File: config.mk
export PLATFORM = sky130hd
export DESIGN_NAME = cpu85_core
export DESIGN_NICKNAME = d
export VERILOG_FILES = /design/src/rtl/cpu85_pkg.sv /design/src/rtl/cpu85_alu.sv /design/src/rtl/cpu85_core.sv /design/src/rtl/cpu85_decode.sv /design/src/rtl/cpu85_regs.sv /design/src/rtl/cpu85_timing.sv
export SDC_FILE = /design/constraint.sdc
export NUM_CORES = 1
export LEC_CHECK = 0
export BUFFER_PORTS_ARGS = -buffer_cell sky130_fd_sc_hd__buf_2
export CAP_MARGIN = 20
export CORE_UTILIZATION = 48
export CTS_BUF_LIST = sky130_fd_sc_hd__clkbuf_4 sky130_fd_sc_hd__clkbuf_8 sky130_fd_sc_hd__clkbuf_16
export DETAILED_ROUTE_END_ITERATION = 10
export GPL_TIMING_DRIVEN = 0
export HOLD_SLACK_MARGIN = 0.02
export PLACE_DENSITY_LB_ADDON = 0.2
export SYNTH_ARGS = -nofsm -noshare
export SYNTH_HDL_FRONTEND = slang
export SYNTH_SLANG_ARGS = --single-unit
export TNS_END_PERCENT = 20
File: constraint.sdc
create_clock -name clk -period 6.72 [get_ports clk]
set_input_delay 0.672 -clock clk [delete_from_list [all_inputs] [get_ports clk]]
set_output_delay 0.672 -clock clk [all_outputs]
set_load 0.02 [all_outputs]
File: src/rtl/cpu85_pkg.sv
package cpu85_pkg;

	// ------------------------------------------------------------
	// widths and constants
	// ------------------------------------------------------------
	localparam int DATA_W = 8;
	localparam int ADDR_W = 16;

	localparam logic [DATA_W-1:0] FLAG_MASK = 8'b1101_0101; // S Z - AC - P - CY
	localparam int FLAG_S  = 7;
	localparam int FLAG_Z  = 6;
	localparam int FLAG_AC = 4;
	localparam int FLAG_P  = 2;
	localparam int FLAG_CY = 0;

	localparam logic [ADDR_W-1:0] RESET_PC = 16'h0000;
	localparam logic [DATA_W-1:0] OPC_NOP  = 8'h00;

	// ------------------------------------------------------------
	// enums
	// ------------------------------------------------------------
	typedef enum logic [2:0] {
		REG_B = 3'd0,
		REG_C = 3'd1,
		REG_D = 3'd2,
		REG_E = 3'd3,
		REG_H = 3'd4,
		REG_L = 3'd5,
		REG_M = 3'd6, // memory operand
		REG_A = 3'd7
	} reg_idx_e;

	typedef enum logic [2:0] {
		ST_TR, ST_T1, ST_T2, ST_TW, ST_T3, ST_T4, ST_TT
	} tstate_e;

	// value is the S1,S0 status code
	typedef enum logic [1:0] {
		CYC_OF  = 2'b11, // opcode fetch
		CYC_MR  = 2'b10, // memory read
		CYC_MW  = 2'b01, // memory write
		CYC_BIH = 2'b00  // halted or in reset
	} mcycle_e;

	typedef enum logic [2:0] {
		ALU_ADD, ALU_ADC, ALU_SUB, ALU_SBB, ALU_ANA, ALU_XRA, ALU_ORA, ALU_CMP
	} alu_op_e;

	typedef enum logic [2:0] {
		CLS_NOP, CLS_MOV_RR, CLS_MVI_R, CLS_MOV_MR, CLS_ALU_R, CLS_ALU_I, CLS_HLT
	} instr_cls_e;

	// ------------------------------------------------------------
	// structs
	// ------------------------------------------------------------
	typedef struct packed {
		instr_cls_e cls;
		reg_idx_e   dst;
		reg_idx_e   src;
		alu_op_e    op;
	} decoded_t;

	typedef struct packed {
		logic              stb;   // write registers on this edge
		logic [DATA_W-1:0] rdata; // byte from the bus
	} commit_t;

endpackage

File: src/rtl/cpu85_alu.sv
`timescale 1ns/1ps

module cpu85_alu (
	input  cpu85_pkg::alu_op_e           i_op,
	input  logic [cpu85_pkg::DATA_W-1:0] i_a,
	input  logic [cpu85_pkg::DATA_W-1:0] i_b,
	input  logic                         i_cy,
	output logic [cpu85_pkg::DATA_W-1:0] o_res,
	output logic [cpu85_pkg::DATA_W-1:0] o_flags
);
	import cpu85_pkg::*;

	logic              is_sub;
	logic              cin;
	logic [DATA_W-1:0] b_eff;
	logic [DATA_W:0]   sum;
	logic [4:0]        nib; // low nibble sum for AC
	logic [DATA_W-1:0] res;
	logic              cy;
	logic              ac;
	logic [DATA_W-1:0] flags;

	// ------------------------------------------------------------
	// shared adder, subtract is a + ~b + 1
	// ------------------------------------------------------------
	always_comb begin
		is_sub = (i_op == ALU_SUB) || (i_op == ALU_SBB) || (i_op == ALU_CMP);
		b_eff  = is_sub ? ~i_b : i_b;
		case (i_op)
			ALU_ADC:          cin = i_cy;
			ALU_SUB, ALU_CMP: cin = 1'b1;
			ALU_SBB:          cin = ~i_cy; // borrow in
			default:          cin = 1'b0;
		endcase
		sum = {1'b0, i_a} + {1'b0, b_eff} + {{DATA_W{1'b0}}, cin};
		nib = {1'b0, i_a[3:0]} + {1'b0, b_eff[3:0]} + {4'd0, cin};
	end

	always_comb begin
		case (i_op)
			ALU_ANA: begin
				res = i_a & i_b;
				cy  = 1'b0;
				ac  = i_a[3] | i_b[3];
			end
			ALU_XRA: begin
				res = i_a ^ i_b;
				cy  = 1'b0;
				ac  = 1'b0;
			end
			ALU_ORA: begin
				res = i_a | i_b;
				cy  = 1'b0;
				ac  = 1'b0;
			end
			default: begin
				res = sum[DATA_W-1:0];
				cy  = sum[DATA_W] ^ is_sub; // borrow for subtract
				ac  = nib[4];
			end
		endcase
	end

	always_comb begin
		flags          = '0;
		flags[FLAG_S]  = res[DATA_W-1];
		flags[FLAG_Z]  = (res == '0);
		flags[FLAG_AC] = ac;
		flags[FLAG_P]  = ~^res; // even parity
		flags[FLAG_CY] = cy;
	end

	assign o_res   = res;
	assign o_flags = flags & FLAG_MASK;

endmodule

File: src/rtl/cpu85_core.sv
`timescale 1ns/1ps

module cpu85_core (
	input  logic                         clk,
	input  logic                         rst,
	input  logic                         i_ready,
	input  logic [cpu85_pkg::DATA_W-1:0] i_rdata,
	output logic [cpu85_pkg::ADDR_W-1:0] o_addr,
	output logic [cpu85_pkg::DATA_W-1:0] o_wdata,
	output logic                         o_ale,
	output logic                         o_rd_n,
	output logic                         o_wr_n,
	output logic                         o_iom_n,
	output logic [1:0]                   o_s
);
	import cpu85_pkg::*;

	decoded_t          dec;
	commit_t           commit;
	logic              ir_load;
	logic [ADDR_W-1:0] hl;
	logic [DATA_W-1:0] wdata;
	logic [DATA_W-1:0] opa;
	logic [DATA_W-1:0] opb;
	logic              cy;
	logic [DATA_W-1:0] alu_res;
	logic [DATA_W-1:0] alu_flags;

	cpu85_timing timing0 (
		.clk      (clk),
		.rst      (rst),
		.i_ready  (i_ready),
		.i_rdata  (i_rdata),
		.i_dec    (dec),
		.i_hl     (hl),
		.i_wdata  (wdata),
		.o_ir_load(ir_load),
		.o_commit (commit),
		.o_addr   (o_addr),
		.o_wdata  (o_wdata),
		.o_ale    (o_ale),
		.o_rd_n   (o_rd_n),
		.o_wr_n   (o_wr_n),
		.o_iom_n  (o_iom_n),
		.o_s      (o_s)
	);

	cpu85_decode decode0 (
		.clk     (clk),
		.rst     (rst),
		.i_load  (ir_load),
		.i_opcode(i_rdata), // fetched byte
		.o_dec   (dec)
	);

	cpu85_regs regs0 (
		.clk        (clk),
		.rst        (rst),
		.i_dec      (dec),
		.i_commit   (commit),
		.i_alu_res  (alu_res),
		.i_alu_flags(alu_flags),
		.o_opa      (opa),
		.o_opb      (opb),
		.o_cy       (cy),
		.o_hl       (hl),
		.o_wdata    (wdata)
	);

	cpu85_alu alu0 (
		.i_op   (dec.op),
		.i_a    (opa),
		.i_b    (opb),
		.i_cy   (cy),
		.o_res  (alu_res),
		.o_flags(alu_flags)
	);

endmodule

File: src/rtl/cpu85_decode.sv
`timescale 1ns/1ps

module cpu85_decode (
	input  logic                         clk,
	input  logic                         rst,
	input  logic                         i_load,
	input  logic [cpu85_pkg::DATA_W-1:0] i_opcode,
	output cpu85_pkg::decoded_t          o_dec
);
	import cpu85_pkg::*;

	logic [DATA_W-1:0] ir;
	logic [1:0]        grp; // top two bits
	reg_idx_e          mid; // bits 5:3
	reg_idx_e          lo;  // bits 2:0
	instr_cls_e        cls;

	always_ff @(posedge clk or posedge rst) begin
		if (rst) begin
			ir <= OPC_NOP;
		end else if (i_load) begin
			ir <= i_opcode;
		end
	end

	assign grp = ir[7:6];
	assign mid = reg_idx_e'(ir[5:3]);
	assign lo  = reg_idx_e'(ir[2:0]);

	always_comb begin
		cls = CLS_NOP;
		case (grp)
			2'b00: begin // only MVI r is kept here
				if (lo == REG_M && mid != REG_M) begin
					cls = CLS_MVI_R;
				end
			end
			2'b01: begin
				if (mid == REG_M && lo == REG_M) begin
					cls = CLS_HLT;
				end else if (mid == REG_M) begin
					cls = CLS_MOV_MR;
				end else if (lo != REG_M) begin
					cls = CLS_MOV_RR;
				end
			end
			2'b10: begin
				if (lo != REG_M) begin
					cls = CLS_ALU_R;
				end
			end
			default: begin
				if (lo == REG_M) begin
					cls = CLS_ALU_I; // 11ooo110
				end
			end
		endcase
	end

	assign o_dec.cls = cls;
	assign o_dec.dst = mid;
	assign o_dec.src = lo;
	assign o_dec.op  = alu_op_e'(ir[5:3]);

endmodule

File: src/rtl/cpu85_regs.sv
`timescale 1ns/1ps

module cpu85_regs (
	input  logic                         clk,
	input  logic                         rst,
	input  cpu85_pkg::decoded_t          i_dec,
	input  cpu85_pkg::commit_t           i_commit,
	input  logic [cpu85_pkg::DATA_W-1:0] i_alu_res,
	input  logic [cpu85_pkg::DATA_W-1:0] i_alu_flags,
	output logic [cpu85_pkg::DATA_W-1:0] o_opa,
	output logic [cpu85_pkg::DATA_W-1:0] o_opb,
	output logic                         o_cy,
	output logic [cpu85_pkg::ADDR_W-1:0] o_hl,
	output logic [cpu85_pkg::DATA_W-1:0] o_wdata
);
	import cpu85_pkg::*;

	// slot M holds the flag register
	logic [DATA_W-1:0] rf [8];
	logic [DATA_W-1:0] flags;

	always_ff @(posedge clk or posedge rst) begin
		if (rst) begin
			for (int i = 0; i < 8; i++) begin
				rf[i] <= '0;
			end
		end else if (i_commit.stb) begin
			case (i_dec.cls)
				CLS_MOV_RR: rf[i_dec.dst] <= rf[i_dec.src];
				CLS_MVI_R:  rf[i_dec.dst] <= i_commit.rdata;
				CLS_ALU_R, CLS_ALU_I: begin
					if (i_dec.op != ALU_CMP) begin
						rf[REG_A] <= i_alu_res; // compare keeps A
					end
					rf[REG_M] <= i_alu_flags;
				end
				default: ; // NOP writes nothing
			endcase
		end
	end

	assign flags = rf[REG_M];

	assign o_opa   = rf[REG_A];
	assign o_opb   = (i_dec.cls == CLS_ALU_I) ? i_commit.rdata : rf[i_dec.src];
	assign o_cy    = flags[FLAG_CY];
	assign o_hl    = {rf[REG_H], rf[REG_L]};
	assign o_wdata = rf[i_dec.src]; // MOV M,r source

endmodule

File: src/rtl/cpu85_timing.sv
`timescale 1ns/1ps

module cpu85_timing (
	input  logic                         clk,
	input  logic                         rst,
	input  logic                         i_ready,
	input  logic [cpu85_pkg::DATA_W-1:0] i_rdata,
	input  cpu85_pkg::decoded_t          i_dec,
	input  logic [cpu85_pkg::ADDR_W-1:0] i_hl,
	input  logic [cpu85_pkg::DATA_W-1:0] i_wdata,
	output logic                         o_ir_load,
	output cpu85_pkg::commit_t           o_commit,
	output logic [cpu85_pkg::ADDR_W-1:0] o_addr,
	output logic [cpu85_pkg::DATA_W-1:0] o_wdata,
	output logic                         o_ale,
	output logic                         o_rd_n,
	output logic                         o_wr_n,
	output logic                         o_iom_n,
	output logic [1:0]                   o_s
);
	import cpu85_pkg::*;

	tstate_e           state, state_d;
	mcycle_e           cyc, cyc_d;
	logic [ADDR_W-1:0] pc, pc_d;
	logic [ADDR_W-1:0] addr_q;
	logic [DATA_W-1:0] wdata_q;
	logic              bus_act;

	// ------------------------------------------------------------
	// next T-state and machine cycle
	// ------------------------------------------------------------
	always_comb begin
		state_d = state;
		cyc_d   = cyc;
		case (state)
			ST_TR: begin
				state_d = ST_T1;
				cyc_d   = CYC_OF;
			end
			ST_T1: state_d = ST_T2;
			ST_T2, ST_TW: state_d = i_ready ? ST_T3 : ST_TW; // stretch while not ready
			ST_T3: begin
				if (cyc == CYC_OF) begin
					state_d = ST_T4;
				end else begin
					state_d = ST_T1;
					cyc_d   = CYC_OF;
				end
			end
			ST_T4: begin
				state_d = ST_T1;
				case (i_dec.cls)
					CLS_HLT: begin
						state_d = ST_TT;
						cyc_d   = CYC_BIH;
					end
					CLS_MVI_R, CLS_ALU_I: cyc_d = CYC_MR; // immediate byte
					CLS_MOV_MR:           cyc_d = CYC_MW;
					default:              cyc_d = CYC_OF;
				endcase
			end
			default: state_d = ST_TT; // halted until reset
		endcase
	end

	// pc steps past every byte read from the program
	assign pc_d = (state == ST_T3 && cyc != CYC_MW) ? pc + 16'd1 : pc;

	always_ff @(posedge clk or posedge rst) begin
		if (rst) begin
			state  <= ST_TR;
			cyc    <= CYC_BIH;
			pc     <= RESET_PC;
			addr_q <= RESET_PC;
		end else begin
			state <= state_d;
			cyc   <= cyc_d;
			pc    <= pc_d;
			if (state_d == ST_T1) begin
				addr_q <= (cyc_d == CYC_MW) ? i_hl : pc_d; // held for the whole cycle
			end
		end
	end

	always_ff @(posedge clk) begin
		if (state_d == ST_T1 && cyc_d == CYC_MW) begin
			wdata_q <= i_wdata;
		end
	end

	// ------------------------------------------------------------
	// pins and internal strobes
	// ------------------------------------------------------------
	assign bus_act = (state == ST_T2) || (state == ST_TW) || (state == ST_T3);

	assign o_addr  = addr_q;
	assign o_wdata = wdata_q;
	assign o_ale   = (state == ST_T1);
	assign o_rd_n  = ~(bus_act && (cyc == CYC_OF || cyc == CYC_MR));
	assign o_wr_n  = ~(bus_act && cyc == CYC_MW);
	assign o_iom_n = (cyc == CYC_BIH); // no bus cycle running
	assign o_s     = cyc;

	assign o_ir_load = (state == ST_T3) && (cyc == CYC_OF);

	assign o_commit.stb = ((state == ST_T3) && (cyc == CYC_MR)) ||
		((state == ST_T4) &&
		(i_dec.cls == CLS_NOP || i_dec.cls == CLS_MOV_RR || i_dec.cls == CLS_ALU_R));
	assign o_commit.rdata = i_rdata;

endmodule
==> results.md <==
* Hold Crit Class: in2async
* # IOs at 41
* Post-Synthesis Cells at 648
* Chip Height at 123 microns
* Drt via density at 5.98
* Register-to-register setup slack at 1.87 ns
* Synth cell types at 80
* Synthesized area at 7050 sq um
* Worst R2R Start: decode0.ir[1]$_DFFE_PP0P_
* Seq/Total Area, Yosys at 0.421
* Synth Flop Type: dfrtp_1
* Row cnt at 43
* DRT Pass-1 Iters at 4
* Vias in the first global route at ~5500
* Remaining DRCs at 0
* Slew @ Worst Pin at roughly 1 ns
* FMAX at 206 MHz
* I/O Buffers at 40
* Routed Antenna Nets at 0
* Drt wl/cell at 21.0 microns
* Reg2Reg Capture Point: regs0.flags[2]$_DFFE_PP0P_
* Peak VDD IR at 185 uV
* Post-Synth XOR/XNOR Area at 0.0373
* Post-Synth Adder-Cell Area at 0.0554
* Final wirelength at approximately 19000 microns
* Antenna Cells at 0
* Relative slew margins at 0.339
* Synthesized area per cell at about 11 sq um
* Post-CTS Resized at 0
* DP HPWL at 14200 microns
* Asr flop ratio synth at 0.932
* Num CTS Buffers at 17
* Post-CTS Setup Bufs at 0
* Worst-skew pair later-pin latency at 0.42 ns
* Hold Buf Count CTS at 0
* Die ar. at 15200 sq um
* Synth Area in Compound Gates at 0.125
* Critical path capture point type: flop
* Core footprint at 14100 sq um
* Pleak at ~4 nW
* Maxcap violations at 0
* Area grow syn2layout at 14.3%
* Setup TNS at 0 ns
* Die Span X at 123 microns
* Post-synth net total at 689
* GRT Total Usage at 0.272
* Worst-path clk slew at 0.05 ns
* Clock Skew at 0.00562 ns
* Clock Tree Buf Depth at 2
* Reg2reg path depth at 17
* Status: completed
* Final min period at 4.85 ns
* Placed cell area at 7490 sq um
* Critical Path AT at ~5.2 ns
* DRT iter0 DRCs at between 300 and 400
* CTS root buffer: clkbuf_16
* EDFF count, synth at 8
* Share of layout cells above drive strength 1 at 0.261
* Largest net degree at the start of global routing at 70
* Fin. Hold Viols at 0
* Starting Density at 0.500
* PwrDens at 196 nW/um^2
* Number of synthesized register bits at 117
* Count of final max-slew check failures at 0
* GPL Wtd Cong at 0.890
* RSZ-0062 raised after global routing: no
* CTS tree: yes
* # H-tree levels at 4
* Initial antenna violation count at 0
* Critical path class: reg2reg
* Largest family of logic cells by synthesized area: multiplexers
* Final Cycle Share at 0.721
* Startpoint types: flop
* Clk sinks at 117
* Overflow after GRT at 0
* Final instance area at 8060 sq um
* Setup violators final at 0
* First-pass GRT wire length at 30100 microns
* Worst Path Required at 7.05 ns
* Final #Nets at 749
* Mux cell area share after synthesis at 0.191
* Simple-gate share of the synthesized area at 0.132
* Vias at 5386
* Crit path max fanout at 10
* Synth warn at 0
==> cells in the final DEF, fill, tap and decap left out, types with 3 or more instances in the layout <==
master,instances
a22o_1,4
mux4_2,16
xor2_1,16
o21ai_0,40
buf_6,4
a21oi_1,23
nor2_1,44
nand3_1,9
o22ai_1,9
mux2i_1,31
dfrtp_1,109
o21ai_1,3
a22oi_1,3
o211ai_1,4
xnor2_1,14
o2111ai_1,3
o21a_1,4
nor2b_1,6
edfxtp_1,8
a31oi_1,8
and3_1,7
inv_1,28
nand2_1,62
mux2_2,60
clkbuf_8,3
clkinv_2,7
nand2b_1,4
buf_2,51
clkbuf_16,17
nor3_1,8
nand4_1,6
clkbuf_1,9
ha_1,28
nor3_4,3
a211oi_1,3
and2_1,5
==> state kept, by name (all words and copies together) (netlist names) <==
name             flops
regs0.rf            32
regs0.o_hl          16
timing0.o_addr      16
timing0.pc          16
decode0.ir           8
regs0.flags          8
regs0.o_opa          8
timing0.o_wdata      8
timing0.state        3
timing0.o_s          2
==> per-layer routing <==
metal | wire length, microns | part of all wire | track usage | vias up
li1 | - | - | - | 2481
met1 | 8300 | 0.44 | 0.346 | 2695
met2 | 9120 | 0.48 | 0.452 | 171
met3 | 878 | 0.046 | 0.0466 | 39
met4 | 650 | 0.034 | 0.127 | 0
met5 | 0 | 0 | 0 | -
==> report_power, final <==
part	internal [mW]	switching, mW	total (mW)	leakage [nW]
sequential	0.711	0	0.711	1.48
combinational	0.00366	0.0180	0.0217	2.24
clock	0.539	0.310	0.850	0.282
==> area by class of cell <==
type	count	area, sq um
timing repair buffer	41	220
sequential	117	2970
clock inverter	10	80.1
fill	1176	6040
buffer	28	158
clock buffer	22	482
multi-input combinational	473	3810
tap	180	225
inverter	30	115
==> worst max path at each step <==
stage	startpoint	endpoint	slack [ns]	depth (start not counted)
after floorplan	decode0.ir[1]$_DFFE_PP0P_	regs0.flags[2]$_DFFE_PP0P_	2.57	17
final	decode0.ir[1]$_DFFE_PP0P_	regs0.flags[2]$_DFFE_PP0P_	1.87	17
after global routing	decode0.ir[1]$_DFFE_PP0P_	regs0.flags[2]$_DFFE_PP0P_	1.51	17
after detailed placement	decode0.ir[1]$_DFFE_PP0P_	regs0.flags[2]$_DFFE_PP0P_	1.91	17
after CTS	decode0.ir[1]$_DFFE_PP0P_	regs0.flags[2]$_DFFE_PP0P_	1.89	17
after global placement	decode0.ir[1]$_DFFE_PP0P_	regs0.flags[2]$_DFFE_PP0P_	1.98	17
==> cell families (layout without fill, tap and decap cells) <==
| group | after synthesis | after routing |
|---|---|---|
| multiplexers | 107 | 107 |
| buffers and inverters | 58 | 131 |
| AO/OA/AOI/OAI | 129 | 129 |
| flip-flops | 117 | 117 |
| AND/OR/NAND/NOR | 177 | 177 |
| adder cells (fa/ha/maj) | 30 | 30 |
| XOR/XNOR | 30 | 30 |
==> worst max-delay path, cell delays in order, from the launching register on <==
cell       delay [ns]
dfrtp_1          0.35
buf_6            0.17
buf_2            0.32
mux4_2           0.34
mux2_2           0.33
mux2i_1          0.35
xnor2_1          0.14
fa_1             0.48
fa_1             0.42
nor2b_1          0.23
o2111ai_1        0.17
a211o_1          0.32
and3_1           0.19
ha_1             0.30
xnor2_1          0.14
xnor2_1          0.20
a22oi_1          0.10
o21ai_0          0.20
==> synthesized netlist by cell type (all sizes together) (3+ instances only) <==
cell type	number	area, sq um
dfrtp	109	2730
nand2	63	244
mux2	60	676
nor2	45	176
o21ai	43	215
mux2i	31	310
inv	29	109
ha	28	350
a21oi	23	115
buf	18	119
mux4	16	360
xor2	16	140
xnor2	14	123
nor3	12	98.9
clkbuf	10	38.8
nand3	10	55.1
o22ai	9	56.3
a31oi	8	50.1
edfxtp	8	240
and3	7	43.8
nand4	6	37.5
nor2b	6	37.5
and2	5	31.3
a211oi	4	42.5
a22o	4	35.0
nand2b	4	25.0
o2111ai	4	41.3
o211ai	4	30.0
o21a	4	30.0
a22oi	3	22.5
nor3b	3	38.8
==> stage by stage <==
step                setup WS (ns)  instances  power, mW   util  hold WS, ns
finish                       1.87        901       1.58  0.571        0.441
global route                 1.51        901       1.63  0.571        0.482
CTS                          1.89        901       1.59  0.571        0.457
detailed placement           1.91        869      0.746  0.532        0.451
global placement             1.98        868      0.744  0.530        0.455
floorplan                    2.57        648      0.733      -        0.436
Power figures use the tool's default switching activity.
